--- config.mk ---
export PLATFORM = sky130hd
export DESIGN_NAME = pet_bus_top
export DESIGN_NICKNAME = d
export VERILOG_FILES = /design/src/verilog/pet_bus_pkg.sv /design/src/verilog/address_decode.sv /design/src/verilog/bus_timing.sv /design/src/verilog/control_regs.sv /design/src/verilog/pet_bus_top.sv /design/src/verilog/wb_ram_bridge.sv
export VERILOG_INCLUDE_DIRS = /design/src /design/src/verilog
export SDC_FILE = /design/constraint.sdc
export NUM_CORES = 1
export LEC_CHECK = 0
export BUFFER_PORTS_ARGS = -buffer_cell sky130_fd_sc_hd__buf_2
export CAP_MARGIN = 20
export CORE_MARGIN = 5
export CORE_UTILIZATION = 43
export DETAILED_ROUTE_END_ITERATION = 12
export GPL_TIMING_DRIVEN = 0
export PLACE_DENSITY = 0.8
export SKIP_CTS_REPAIR_TIMING = 1
export SLEW_MARGIN = 20
export SYNTH_ARGS = -nofsm -noshare
export SYNTH_HDL_FRONTEND = slang
export SYNTH_HIERARCHICAL = 1
export SYNTH_SLANG_ARGS = --single-unit
--- constraint.sdc ---
create_clock -name sys_clock_i -period 2 [get_ports sys_clock_i]
set_input_delay 0.2 -clock sys_clock_i [delete_from_list [all_inputs] [get_ports sys_clock_i]]
set_output_delay 0.2 -clock sys_clock_i [all_outputs]
set_load 0.005 [all_outputs]
--- src/verilog/pet_bus_defs.svh ---
`ifndef PET_BUS_DEFS_SVH
`define PET_BUS_DEFS_SVH

// Bus widths
`define DATA_WIDTH      8
`define CPU_ADDR_WIDTH  16
`define RAM_ADDR_WIDTH  17
`define WB_ADDR_WIDTH   18      // Bit 17 set selects the register file

// Phases of one CPU cycle, counted in system clocks
`define CYCLE_LEN       16
`define CPU_PHASE       8       // CPU owns the RAM from here to the end
`define CLK_HIGH_PHASE  12
`define LAST_SAFE_PHASE 4       // Latest start for a bridge access

// CPU memory map
`define VRAM_BASE       16'h8000
`define ROM_BASE        16'h9000
`define IO_BASE         16'hE800
`define IO_END          16'hEFFF
`define ROM2_BASE       16'hF000

// Chip selects inside the I/O page
`define PIA1_BIT        4
`define PIA2_BIT        5
`define VIA_BIT         6

// Register file indices
`define REG_IDX_WIDTH   2
`define REG_STATUS_IDX  0
`define REG_CPU_IDX     1
`define REG_VIDEO_IDX   2

`endif

--- src/verilog/pet_bus_pkg.sv ---
`default_nettype none

`include "pet_bus_defs.svh"

package pet_bus_pkg;

    typedef struct packed {
        logic                      cyc;
        logic                      stb;
        logic                      we;
        logic [`WB_ADDR_WIDTH-1:0] addr;
        logic [`DATA_WIDTH-1:0]    data;    // Host to target
    } wb_req_t;

    typedef struct packed {
        logic                   ack;
        logic [`DATA_WIDTH-1:0] data;       // Target to host
    } wb_rsp_t;

    typedef struct packed {
        logic                       oe;
        logic                       we;
        logic [`RAM_ADDR_WIDTH-1:0] addr;
        logic [`DATA_WIDTH-1:0]     data;
        logic                       data_oe;    // Bridge drives the data bus
    } ram_ctl_t;

    // Bit 0 is reset, matching the register layout
    typedef struct packed {
        logic nmi;
        logic ready;
        logic reset;
    } cpu_ctl_t;

    typedef struct packed {
        logic [1:0] ram_mask;   // [0] keeps A10, [1] keeps A11
        logic       col_80;
    } video_ctl_t;

    typedef struct packed {
        logic ram_en;
        logic is_vram;
        logic is_readonly;
        logic io_en;
        logic pia1_en;
        logic pia2_en;
        logic via_en;
    } decode_t;

    typedef enum logic [1:0] {
        RAM_IDLE,
        RAM_ACCESS,
        RAM_ACK
    } ram_state_e;

    typedef enum logic [`REG_IDX_WIDTH-1:0] {
        REG_STATUS = `REG_IDX_WIDTH'(`REG_STATUS_IDX),
        REG_CPU    = `REG_IDX_WIDTH'(`REG_CPU_IDX),
        REG_VIDEO  = `REG_IDX_WIDTH'(`REG_VIDEO_IDX)
    } reg_index_e;

endpackage

`default_nettype wire

--- src/verilog/address_decode.sv ---
`timescale 1ns/1ps
`default_nettype none

`include "pet_bus_defs.svh"

module address_decode (
    input  wire  [`CPU_ADDR_WIDTH-1:0] cpu_addr_i,
    output pet_bus_pkg::decode_t       decode_o
);
    logic in_vram;
    logic in_rom;
    logic in_io;
    logic in_rom2;

    // Region compares on the full CPU address
    always_comb begin
        in_vram = (cpu_addr_i >= `VRAM_BASE) && (cpu_addr_i < `ROM_BASE);
        in_rom  = (cpu_addr_i >= `ROM_BASE) && (cpu_addr_i < `IO_BASE);
        in_io   = (cpu_addr_i >= `IO_BASE) && (cpu_addr_i <= `IO_END);
        in_rom2 = (cpu_addr_i >= `ROM2_BASE);
    end

    always_comb begin
        decode_o.ram_en      = !in_io;              // Everything outside I/O is backed by RAM
        decode_o.is_vram     = in_vram;
        decode_o.is_readonly = in_rom || in_rom2;   // ROM images live in RAM
        decode_o.io_en       = in_io;

        // One address bit per chip inside the I/O page
        decode_o.pia1_en     = in_io && cpu_addr_i[`PIA1_BIT];
        decode_o.pia2_en     = in_io && cpu_addr_i[`PIA2_BIT];
        decode_o.via_en      = in_io && cpu_addr_i[`VIA_BIT];
    end

endmodule

`default_nettype wire

--- src/verilog/bus_timing.sv ---
`timescale 1ns/1ps
`default_nettype none

`include "pet_bus_defs.svh"

module bus_timing (
    input  wire  sys_clock_i,
    input  wire  rst_ni,
    output logic cpu_be_o,              // CPU owns the RAM
    output logic cpu_clock_o,
    output logic cpu_data_strobe_o,     // Last clock of the CPU cycle
    output logic wb_window_o            // Bridge may start an access
);
    localparam int PHASE_W = $clog2(`CYCLE_LEN);

    localparam logic [PHASE_W-1:0] LAST_PHASE = PHASE_W'(`CYCLE_LEN - 1);
    localparam logic [PHASE_W-1:0] BE_PHASE   = PHASE_W'(`CPU_PHASE);
    localparam logic [PHASE_W-1:0] CLK_PHASE  = PHASE_W'(`CLK_HIGH_PHASE);
    localparam logic [PHASE_W-1:0] SAFE_PHASE = PHASE_W'(`LAST_SAFE_PHASE);

    logic [PHASE_W-1:0] phase_q;
    logic [PHASE_W-1:0] phase_next;

    always_comb begin
        if (phase_q == LAST_PHASE) begin
            phase_next = '0;
        end else begin
            phase_next = phase_q + 1'b1;
        end
    end

    // Decodes use the next phase so the outputs line up with phase_q
    always_ff @(posedge sys_clock_i or negedge rst_ni) begin
        if (!rst_ni) begin
            phase_q           <= '0;
            cpu_be_o          <= 1'b0;
            cpu_clock_o       <= 1'b0;
            cpu_data_strobe_o <= 1'b0;
            wb_window_o       <= 1'b1;  // Phase 0 opens the window
        end else begin
            phase_q           <= phase_next;
            cpu_be_o          <= (phase_next >= BE_PHASE);
            cpu_clock_o       <= (phase_next >= CLK_PHASE);
            cpu_data_strobe_o <= (phase_next == LAST_PHASE);
            wb_window_o       <= (phase_next <= SAFE_PHASE);
        end
    end

endmodule

`default_nettype wire

--- src/verilog/control_regs.sv ---
`timescale 1ns/1ps
`default_nettype none

`include "pet_bus_defs.svh"

module control_regs (
    input  wire                      sys_clock_i,
    input  wire                      rst_ni,
    input  pet_bus_pkg::wb_req_t     wb_req_i,
    output pet_bus_pkg::wb_rsp_t     wb_rsp_o,
    input  wire                      config_crt_i,       // Display type switch
    input  wire                      config_keyboard_i,  // Keyboard type switch
    input  wire                      graphic_i,          // Character set select from VIA
    output pet_bus_pkg::cpu_ctl_t    cpu_ctl_o,
    output pet_bus_pkg::video_ctl_t  video_ctl_o
);
    import pet_bus_pkg::*;

    reg_index_e             reg_idx;
    logic                   req;
    logic                   ack_q;
    logic [`DATA_WIDTH-1:0] rdata_q;
    logic [2:0]             status;

    assign reg_idx = reg_index_e'(wb_req_i.addr[`REG_IDX_WIDTH-1:0]);
    assign req     = wb_req_i.cyc && wb_req_i.stb && !ack_q;   // One ack per request
    assign status  = {graphic_i, config_keyboard_i, config_crt_i};

    always_ff @(posedge sys_clock_i or negedge rst_ni) begin
        if (!rst_ni) begin
            ack_q       <= 1'b0;
            cpu_ctl_o   <= '{reset: 1'b1, ready: 1'b0, nmi: 1'b0};  // Hold CPU in reset
            video_ctl_o <= '0;
        end else begin
            ack_q <= req;
            if (req && wb_req_i.we) begin
                case (reg_idx)
                    REG_CPU:   cpu_ctl_o   <= cpu_ctl_t'(wb_req_i.data[$bits(cpu_ctl_t)-1:0]);
                    REG_VIDEO: video_ctl_o <= video_ctl_t'(wb_req_i.data[$bits(video_ctl_t)-1:0]);
                    default:   ;    // Status is read-only
                endcase
            end
        end
    end

    always_ff @(posedge sys_clock_i) begin
        if (req && !wb_req_i.we) begin
            case (reg_idx)
                REG_STATUS: rdata_q <= `DATA_WIDTH'(status);
                REG_CPU:    rdata_q <= `DATA_WIDTH'(cpu_ctl_o);
                REG_VIDEO:  rdata_q <= `DATA_WIDTH'(video_ctl_o);
                default:    rdata_q <= '0;
            endcase
        end
    end

    assign wb_rsp_o.ack  = ack_q;
    assign wb_rsp_o.data = rdata_q;

endmodule

`default_nettype wire

--- src/verilog/pet_bus_top.sv ---
`timescale 1ns/1ps
`default_nettype none

`include "pet_bus_defs.svh"

module pet_bus_top (
    input  wire                         sys_clock_i,
    input  wire                         rst_ni,

    // Wishbone host port
    input  pet_bus_pkg::wb_req_t        wb_req_i,
    output pet_bus_pkg::wb_rsp_t        wb_rsp_o,

    // CPU
    input  wire  [`CPU_ADDR_WIDTH-1:0]  cpu_addr_i,
    output logic [`CPU_ADDR_WIDTH-1:0]  cpu_addr_o,
    output logic                        cpu_addr_oe_o,
    input  wire  [`DATA_WIDTH-1:0]      cpu_data_i,
    output logic [`DATA_WIDTH-1:0]      cpu_data_o,
    output logic                        cpu_data_oe_o,
    input  wire                         cpu_we_i,
    output logic                        cpu_be_o,
    output logic                        cpu_clock_o,
    output logic                        cpu_reset_o,
    output logic                        cpu_ready_o,
    output logic                        cpu_nmi_o,

    // RAM
    output logic                        ram_addr_a10_o,
    output logic                        ram_addr_a11_o,
    output logic                        ram_addr_a15_o,
    output logic                        ram_addr_a16_o,
    output logic                        ram_oe_o,
    output logic                        ram_we_o,

    // I/O chips
    output logic                        io_oe_o,
    output logic                        pia1_cs_o,
    output logic                        pia2_cs_o,
    output logic                        via_cs_o,

    // Configuration pins
    input  wire                         config_crt_i,
    input  wire                         config_keyboard_i,
    input  wire                         graphic_i
);
    import pet_bus_pkg::*;

    wb_req_t    ram_req;
    wb_req_t    reg_req;
    wb_rsp_t    ram_rsp;
    wb_rsp_t    reg_rsp;
    ram_ctl_t   ram_ctl;
    cpu_ctl_t   cpu_ctl;
    video_ctl_t video_ctl;
    decode_t    dec;
    logic       wb_window;
    logic       reg_sel;
    logic       cpu_rd_en;
    logic       cpu_wr_en;

    bus_timing bus_timing_inst (
        .sys_clock_i       (sys_clock_i),
        .rst_ni            (rst_ni),
        .cpu_be_o          (cpu_be_o),
        .cpu_clock_o       (cpu_clock_o),
        .cpu_data_strobe_o (),
        .wb_window_o       (wb_window)
    );

    // Only the selected target sees the strobe
    assign reg_sel = wb_req_i.addr[`WB_ADDR_WIDTH-1];

    always_comb begin
        ram_req     = wb_req_i;
        reg_req     = wb_req_i;
        ram_req.stb = wb_req_i.stb && !reg_sel;
        reg_req.stb = wb_req_i.stb && reg_sel;
        wb_rsp_o    = reg_sel ? reg_rsp : ram_rsp;
    end

    wb_ram_bridge wb_ram_bridge_inst (
        .sys_clock_i (sys_clock_i),
        .rst_ni      (rst_ni),
        .wb_req_i    (ram_req),
        .wb_rsp_o    (ram_rsp),
        .wb_window_i (wb_window),
        .ram_data_i  (cpu_data_i),      // RAM shares the CPU data bus
        .ram_ctl_o   (ram_ctl)
    );

    control_regs control_regs_inst (
        .sys_clock_i       (sys_clock_i),
        .rst_ni            (rst_ni),
        .wb_req_i          (reg_req),
        .wb_rsp_o          (reg_rsp),
        .config_crt_i      (config_crt_i),
        .config_keyboard_i (config_keyboard_i),
        .graphic_i         (graphic_i),
        .cpu_ctl_o         (cpu_ctl),
        .video_ctl_o       (video_ctl)
    );

    address_decode address_decode_inst (
        .cpu_addr_i (cpu_addr_i),
        .decode_o   (dec)
    );

    assign cpu_reset_o = cpu_ctl.reset;
    assign cpu_ready_o = cpu_ctl.ready;
    assign cpu_nmi_o   = cpu_ctl.nmi;

    assign cpu_rd_en = cpu_be_o && !cpu_we_i;
    assign cpu_wr_en = cpu_be_o && cpu_we_i && cpu_clock_o;   // Write in the clock-high quarter

    always_comb begin
        if (cpu_be_o) begin
            ram_oe_o       = cpu_rd_en && dec.ram_en;
            ram_we_o       = cpu_wr_en && dec.ram_en && !dec.is_readonly;
            // Wrap video RAM unless the mask or 80 columns keep the bit
            ram_addr_a10_o = cpu_addr_i[10]
                             && (!dec.is_vram || video_ctl.ram_mask[0] || video_ctl.col_80);
            ram_addr_a11_o = cpu_addr_i[11] && (!dec.is_vram || video_ctl.ram_mask[1]);
            ram_addr_a15_o = cpu_addr_i[15];
            ram_addr_a16_o = 1'b0;              // CPU sees the lower 64K only
        end else begin
            ram_oe_o       = ram_ctl.oe;
            ram_we_o       = ram_ctl.we;
            ram_addr_a10_o = ram_ctl.addr[10];
            ram_addr_a11_o = ram_ctl.addr[11];
            ram_addr_a15_o = ram_ctl.addr[15];
            ram_addr_a16_o = ram_ctl.addr[16];
        end
    end

    // Bus turnaround follows ownership
    assign cpu_addr_o    = ram_ctl.addr[`CPU_ADDR_WIDTH-1:0];
    assign cpu_addr_oe_o = !cpu_be_o;
    assign cpu_data_o    = ram_ctl.data;
    assign cpu_data_oe_o = !cpu_be_o && ram_ctl.data_oe;

    assign io_oe_o   = cpu_be_o && dec.io_en;
    assign pia1_cs_o = cpu_be_o && dec.pia1_en;
    assign pia2_cs_o = cpu_be_o && dec.pia2_en;
    assign via_cs_o  = cpu_be_o && dec.via_en;

endmodule

`default_nettype wire

--- src/verilog/wb_ram_bridge.sv ---
`timescale 1ns/1ps
`default_nettype none

`include "pet_bus_defs.svh"

module wb_ram_bridge (
    input  wire                        sys_clock_i,
    input  wire                        rst_ni,
    input  pet_bus_pkg::wb_req_t       wb_req_i,
    output pet_bus_pkg::wb_rsp_t       wb_rsp_o,
    input  wire                        wb_window_i,
    input  wire  [`DATA_WIDTH-1:0]     ram_data_i,     // Shared data bus
    output pet_bus_pkg::ram_ctl_t      ram_ctl_o
);
    import pet_bus_pkg::*;

    ram_state_e                 state_q;
    logic                       access_cnt_q;   // Second access cycle when set
    logic                       we_q;
    logic [`RAM_ADDR_WIDTH-1:0] addr_q;
    logic [`DATA_WIDTH-1:0]     wdata_q;
    logic [`DATA_WIDTH-1:0]     rdata_q;
    logic                       accept;

    // Requests are only taken early enough to finish before the CPU half
    assign accept = (state_q == RAM_IDLE) && wb_req_i.cyc && wb_req_i.stb && wb_window_i;

    always_ff @(posedge sys_clock_i or negedge rst_ni) begin
        if (!rst_ni) begin
            state_q      <= RAM_IDLE;
            access_cnt_q <= 1'b0;
        end else begin
            unique case (state_q)
                RAM_IDLE: begin
                    access_cnt_q <= 1'b0;
                    if (accept) begin
                        state_q <= RAM_ACCESS;
                    end
                end
                RAM_ACCESS: begin
                    access_cnt_q <= 1'b1;
                    if (access_cnt_q) begin
                        state_q <= RAM_ACK;
                    end
                end
                default: begin
                    state_q <= RAM_IDLE;    // Ack lasts one cycle
                end
            endcase
        end
    end

    // Request payload, held for the whole access
    always_ff @(posedge sys_clock_i) begin
        if (accept) begin
            we_q    <= wb_req_i.we;
            addr_q  <= wb_req_i.addr[`RAM_ADDR_WIDTH-1:0];
            wdata_q <= wb_req_i.data;
        end
        if (state_q == RAM_ACCESS && access_cnt_q) begin
            rdata_q <= ram_data_i;  // Sample in the last access cycle
        end
    end

    always_comb begin
        ram_ctl_o.oe      = (state_q == RAM_ACCESS) && !we_q;
        ram_ctl_o.we      = (state_q == RAM_ACCESS) && we_q;
        ram_ctl_o.data_oe = (state_q == RAM_ACCESS) && we_q;
        ram_ctl_o.addr    = addr_q;
        ram_ctl_o.data    = wdata_q;
        wb_rsp_o.ack      = (state_q == RAM_ACK);
        wb_rsp_o.data     = rdata_q;
    end

endmodule

`default_nettype wire
## Yosys cells after proc, flatten, opt, wreduce, memory -nomap -nowiden

Cells that the tools add are included.

| storage, ports and cells | value |
|---|---|
| bits in writable memories | 0 |
| bits in read-only memories | 0 |
| memories kept | 0 |
| register bits | 59 |
| bits in latches | 0 |
| output and inout port bits | 50 |

| operators by class | value |
|---|---|
| eq/ne operators | 7 |
| divide/modulo/power cells | 0 |
| bitwise gates (word level) | 0 |
| reduce and logical (&&, ||, !) cells | 50 |
| multipliers | 0 |
| order comparisons | 10 |
| mux-type cells | 13 |
| shift-type cells | 0 |
| $add $sub $neg | 1 |

Operators by type and width:

| operator | count |
|---|---|
| $ge 16x16->1 const B | 4 |
| $lt 16x16->1 const B | 2 |
| $logic_and 1x1->1 | 31 |
| $le 16x16->1 const B | 1 |
| $logic_not 1->1 | 9 |
| $mux 9 | 1 |
| $pmux 3 s3 | 1 |
| $ge 4x4->1 const B | 2 |
| $mux 1 | 6 |
| $reduce_and 2->1 | 3 |
| $add 4x1->4 const B | 1 |
| $eq 2x1->1 const B | 2 |
| $eq 2x2->1 const B | 2 |
| $eq 4x4->1 const B | 1 |
| $le 4x3->1 const B | 1 |
| $logic_not 2->1 | 2 |
| $logic_or 1x1->1 | 4 |
| $mux 2 | 2 |
| $mux 4 | 1 |
| $ne 2x1->1 const B | 2 |
| $pmux 2 s2 | 1 |
| $pmux 1 s2 | 1 |
| $reduce_bool 2->1 | 1 |

## Depth between registers and ports, before layout

| logic depth | value |
|---|---|
| depth after elaboration | 7 |
| mapped depth | 5 |

## Modules after synthesis

Netlist, hierarchy kept.

Modules (own cells, without submodules):

| module | times used | cells an instance | area each (um^2) |
|---|---|---|---|
| wb_ram_bridge | 1 | 52 | 1178.6 |
| control_regs | 1 | 40 | 524.3 |
| bus_timing | 1 | 28 | 314.1 |
| pet_bus_top | 1 | 31 | 297.8 |
| address_decode | 1 | 15 | 107.6 |

## Worst setup path before layout

Ideal clock, no wire load.

| path | value |
|---|---|
| path kind | in2reg |
| start point | input wb_req_i[25] (netlist bit) |
| end point | register wb_ram_bridge_inst.addr_q[0], enable pin |
| setup slack | 0.252 ns |
| stages on the path | 4 |
| arrival | 1.360 ns |
| cell sequence | buf_6 and2b_1 nand3_1 nor2_2 |

RTL lines:

| item | line | source |
|---|---|---|
| start: declaration | pet_bus_top.sv:11 | `input pet_bus_pkg::wb_req_t wb_req_i,` |
| end signal: assignment | wb_ram_bridge.sv:57 | `` addr_q <= wb_req_i.addr[`RAM_ADDR_WIDTH-1:0]; `` |
| end: declaration | wb_ram_bridge.sv:20 | `` logic [`RAM_ADDR_WIDTH-1:0] addr_q; `` |

## Worst setup path in the final report

| path | value |
|---|---|
| start point | register bus_timing_inst.cpu_be_o |
| end point | output ram_addr_a15_o |

| between the ends | value |
|---|---|
| word-level cells in the longest chain between the ends | 1 |

RTL lines:

| item | line | source |
|---|---|---|
| start: declaration | bus_timing.sv:9 | `output logic cpu_be_o,` |
| start signal: assignment | bus_timing.sv:42 | `cpu_be_o <= (phase_next >= BE_PHASE);` |
| $mux 1 | pet_bus_top.sv:117 | `if (cpu_be_o) begin` |
| end: declaration | pet_bus_top.sv:31 | `output logic ram_addr_a15_o,` |

No other way between the ends.

==> key figures <==
Clock network
  – Buffer levels on the longest clock path: 2
  – Sink Count: 53
  – Max H-tree Level: 2
  – Clk root buf: clkbuf_8
  – CTS tree: done
  – Worst-path clk slew: 0.10 ns
  – CTS Buf Count: 5
  – Clock insertion delay at the later pin of the skew report: 0.30 ns

Critical path
  – Critical path fanouts, max: 11
  – Cell Chain, Critical Path: buf_6 -> mux2_4 -> buf_2
  – FF-to-FF End: wb_ram_bridge_inst/addr_q[5]
  – R2R Path Start: bus_timing_inst/wb_window_o
  – CP max-delay cell: dfrtp_1
  – WP data arrival: 1.49 ns
  – Worst path buffer plus inverter count: 2
  – Critical Path RT: 1.80 ns
  – Critical path type: reg2out
  – Reg2Reg Depth: 2
  – Crit. End Element: output pin
  – Reg2Reg Setup Slack: 0.34 ns
  – Crit-path leading delay family: flip-flops
  – Worst setup SP type: flop
  – Critical path's largest stage delay: 0.57 ns

Route
  – DR WL/cell: 13.6 um
  – Post-route DRC: 0
  – Drt total wl: 4740 um
  – First-pass iteration count of the detailed router: 4
  – Via count: 1,581
  – Initial drt markers: 39
  – Post-DRT Antenna Nets: 0
  – Drt via density: 4.54

GRT
  – Initial antenna violation count: 0
  – Grt ovf: 0
  – Largest net degree at the start of global routing: 27
  – Vias in the first global route: 1,652
  – First-pass GRT wire length: 7870 um
  – Gr usage total: 0.138

Synthesis
  – Mapped cell area: 0.00238 mm2
  – Yosys warns: 6
  – Cells after Synth: 162
  – Syn_area_per_cell: 14.7 um2

STA
  – Max-slew violations: 0
  – Fin crit share: 0.845
  – Slew headroom: 0.515
  – Final hold violation count: 0
  – Fmax: 592 MHz
  – Final min period: 1.69 ns
  – Worst-Margin Slew: 0.726 ns
  – Setup violators final: 0
  – Clock skew: 0.00881 ns
  – Setup TNS: 0 ns
  – Unrepaired setup endpoints after global routing: false

Floorplan
  – Core area: 0.00544 mm2
  – Die Area: 0.00711 mm2
  – Die width: 84.3 um
  – Row count: 27
  – Starting density of the core: 0.437
  – # IOs: 109
  – Die height: 84.3 um

Finish
  – Most common cell after layout, fill and taps aside: buf_2
  – Final Instance Area: 0.00309 mm2
  – Nets: 336
  – Share of layout cells above drive strength 1: 0.540
  – Antenna diodes: 0
  – Fin util: 0.568
  – P&R area growth vs syn: 30.1%
  – Most frequent cells in the layout: buf_2 (102), edfxtp_1 (37), dfrtp_1 (14)

Hold path
  – Worst hold path type: in2reg
  – Endpoint, Worst Hold: wb_ram_bridge_inst/addr_q[8]
  – Worst hold path depth: 1
  – Min-delay src: wb_req_i[16]

Power and ir drop
  – Cell Pwr Density: 730 mW/mm2
  – Max VDD drop: 0.000496 V
  – Cell leakage power: 1.45 nW
  – Tot Pwr: 2.26 mW

Placed design
  – Placed instance area: 0.00299 mm2
  – Port-buffer cells: 101
  – Detailed Place HPWL: 3860 um
  – RePlAce Congestion: 0.722

Job
  – Max_cap viols: 0

Status
  – Status: finished clean
==> worst reg2reg max path, delay by kind of cell (launching register included) <==
kind	cells	cell delay, ns
flops	1	0.53
simple gates	2	0.75
==> metal layers <==
layer | global-route usage | routed length (um)
met2 | 0.236 | 2350
met1 | 0.169 | 1950
met4 | 0.0259 | 35
met5 | 0 | 0
met3 | 0.0520 | 407
==> worst max path at each step <==
| stage | from | endpoint | slack [ns] | cells after the start |
|---|---|---|---|---|
| after detailed placement | wb_req_i[25] | wb_ram_bridge_inst/addr_q[6] | 0.17 | 5 |
| after global routing | bus_timing_inst/wb_window_o | wb_ram_bridge_inst/we_q | 0.23 | 2 |
| after floorplan | wb_req_i[25] | wb_ram_bridge_inst/addr_q[0] | 0.25 | 4 |
| after global placement | wb_req_i[25] | wb_ram_bridge_inst/addr_q[6] | -0.19 | 5 |
| after CTS | bus_timing_inst/cpu_be_o | ram_addr_a15_o | 0.30 | 3 |
| final | bus_timing_inst/cpu_be_o | ram_addr_a15_o | 0.31 | 3 |
==> metrics by stage <==
step	std cells	worst slack [ns]	hold WS, ns
6_report	348	0.310	0.0681
5_1_grt	348	0.232	0.0374
4_1_cts	347	0.299	-0.200
3_5_place_dp	339	0.167	0.142
3_3_place_gp	339	-0.195	0.139
2_1_floorplan	166	0.252	-0.0956
==> area by class of cell <==
cell class / count / area, um2
clock inverter: 3 / 21.3
multi-input combinational: 92 / 753
inverter: 9 / 33.8
sequential: 53 / 1510
buffer: 12 / 95.1
timing repair buffer: 102 / 515
clock buffer: 5 / 68.8
tap: 72 / 90.1
fill: 473 / 2350
==> state kept, by name, indices dropped and copies added (netlist names), 2 cells and up <==
signal,flops
wb_ram_bridge_inst/rdata_q,8
wb_ram_bridge_inst/wdata_q,8
control_regs_inst/cpu_ctl_o,3
bus_timing_inst/phase_q,3
wb_ram_bridge_inst/state_q,2
control_regs_inst/rdata_q,3
wb_ram_bridge_inst/addr_q,17
control_regs_inst/video_ctl_o,3
==> power breakdown <==
| group | total, mW | internal, mW | switching (mW) |
|---|---|---|---|
| Sequential | 1.32 | 1.27 | 0.0432 |
| Clock | 0.585 | 0.249 | 0.336 |
| Combinational | 0.355 | 0.185 | 0.170 |
No activity file was read; power rests on OpenSTA's default activity.
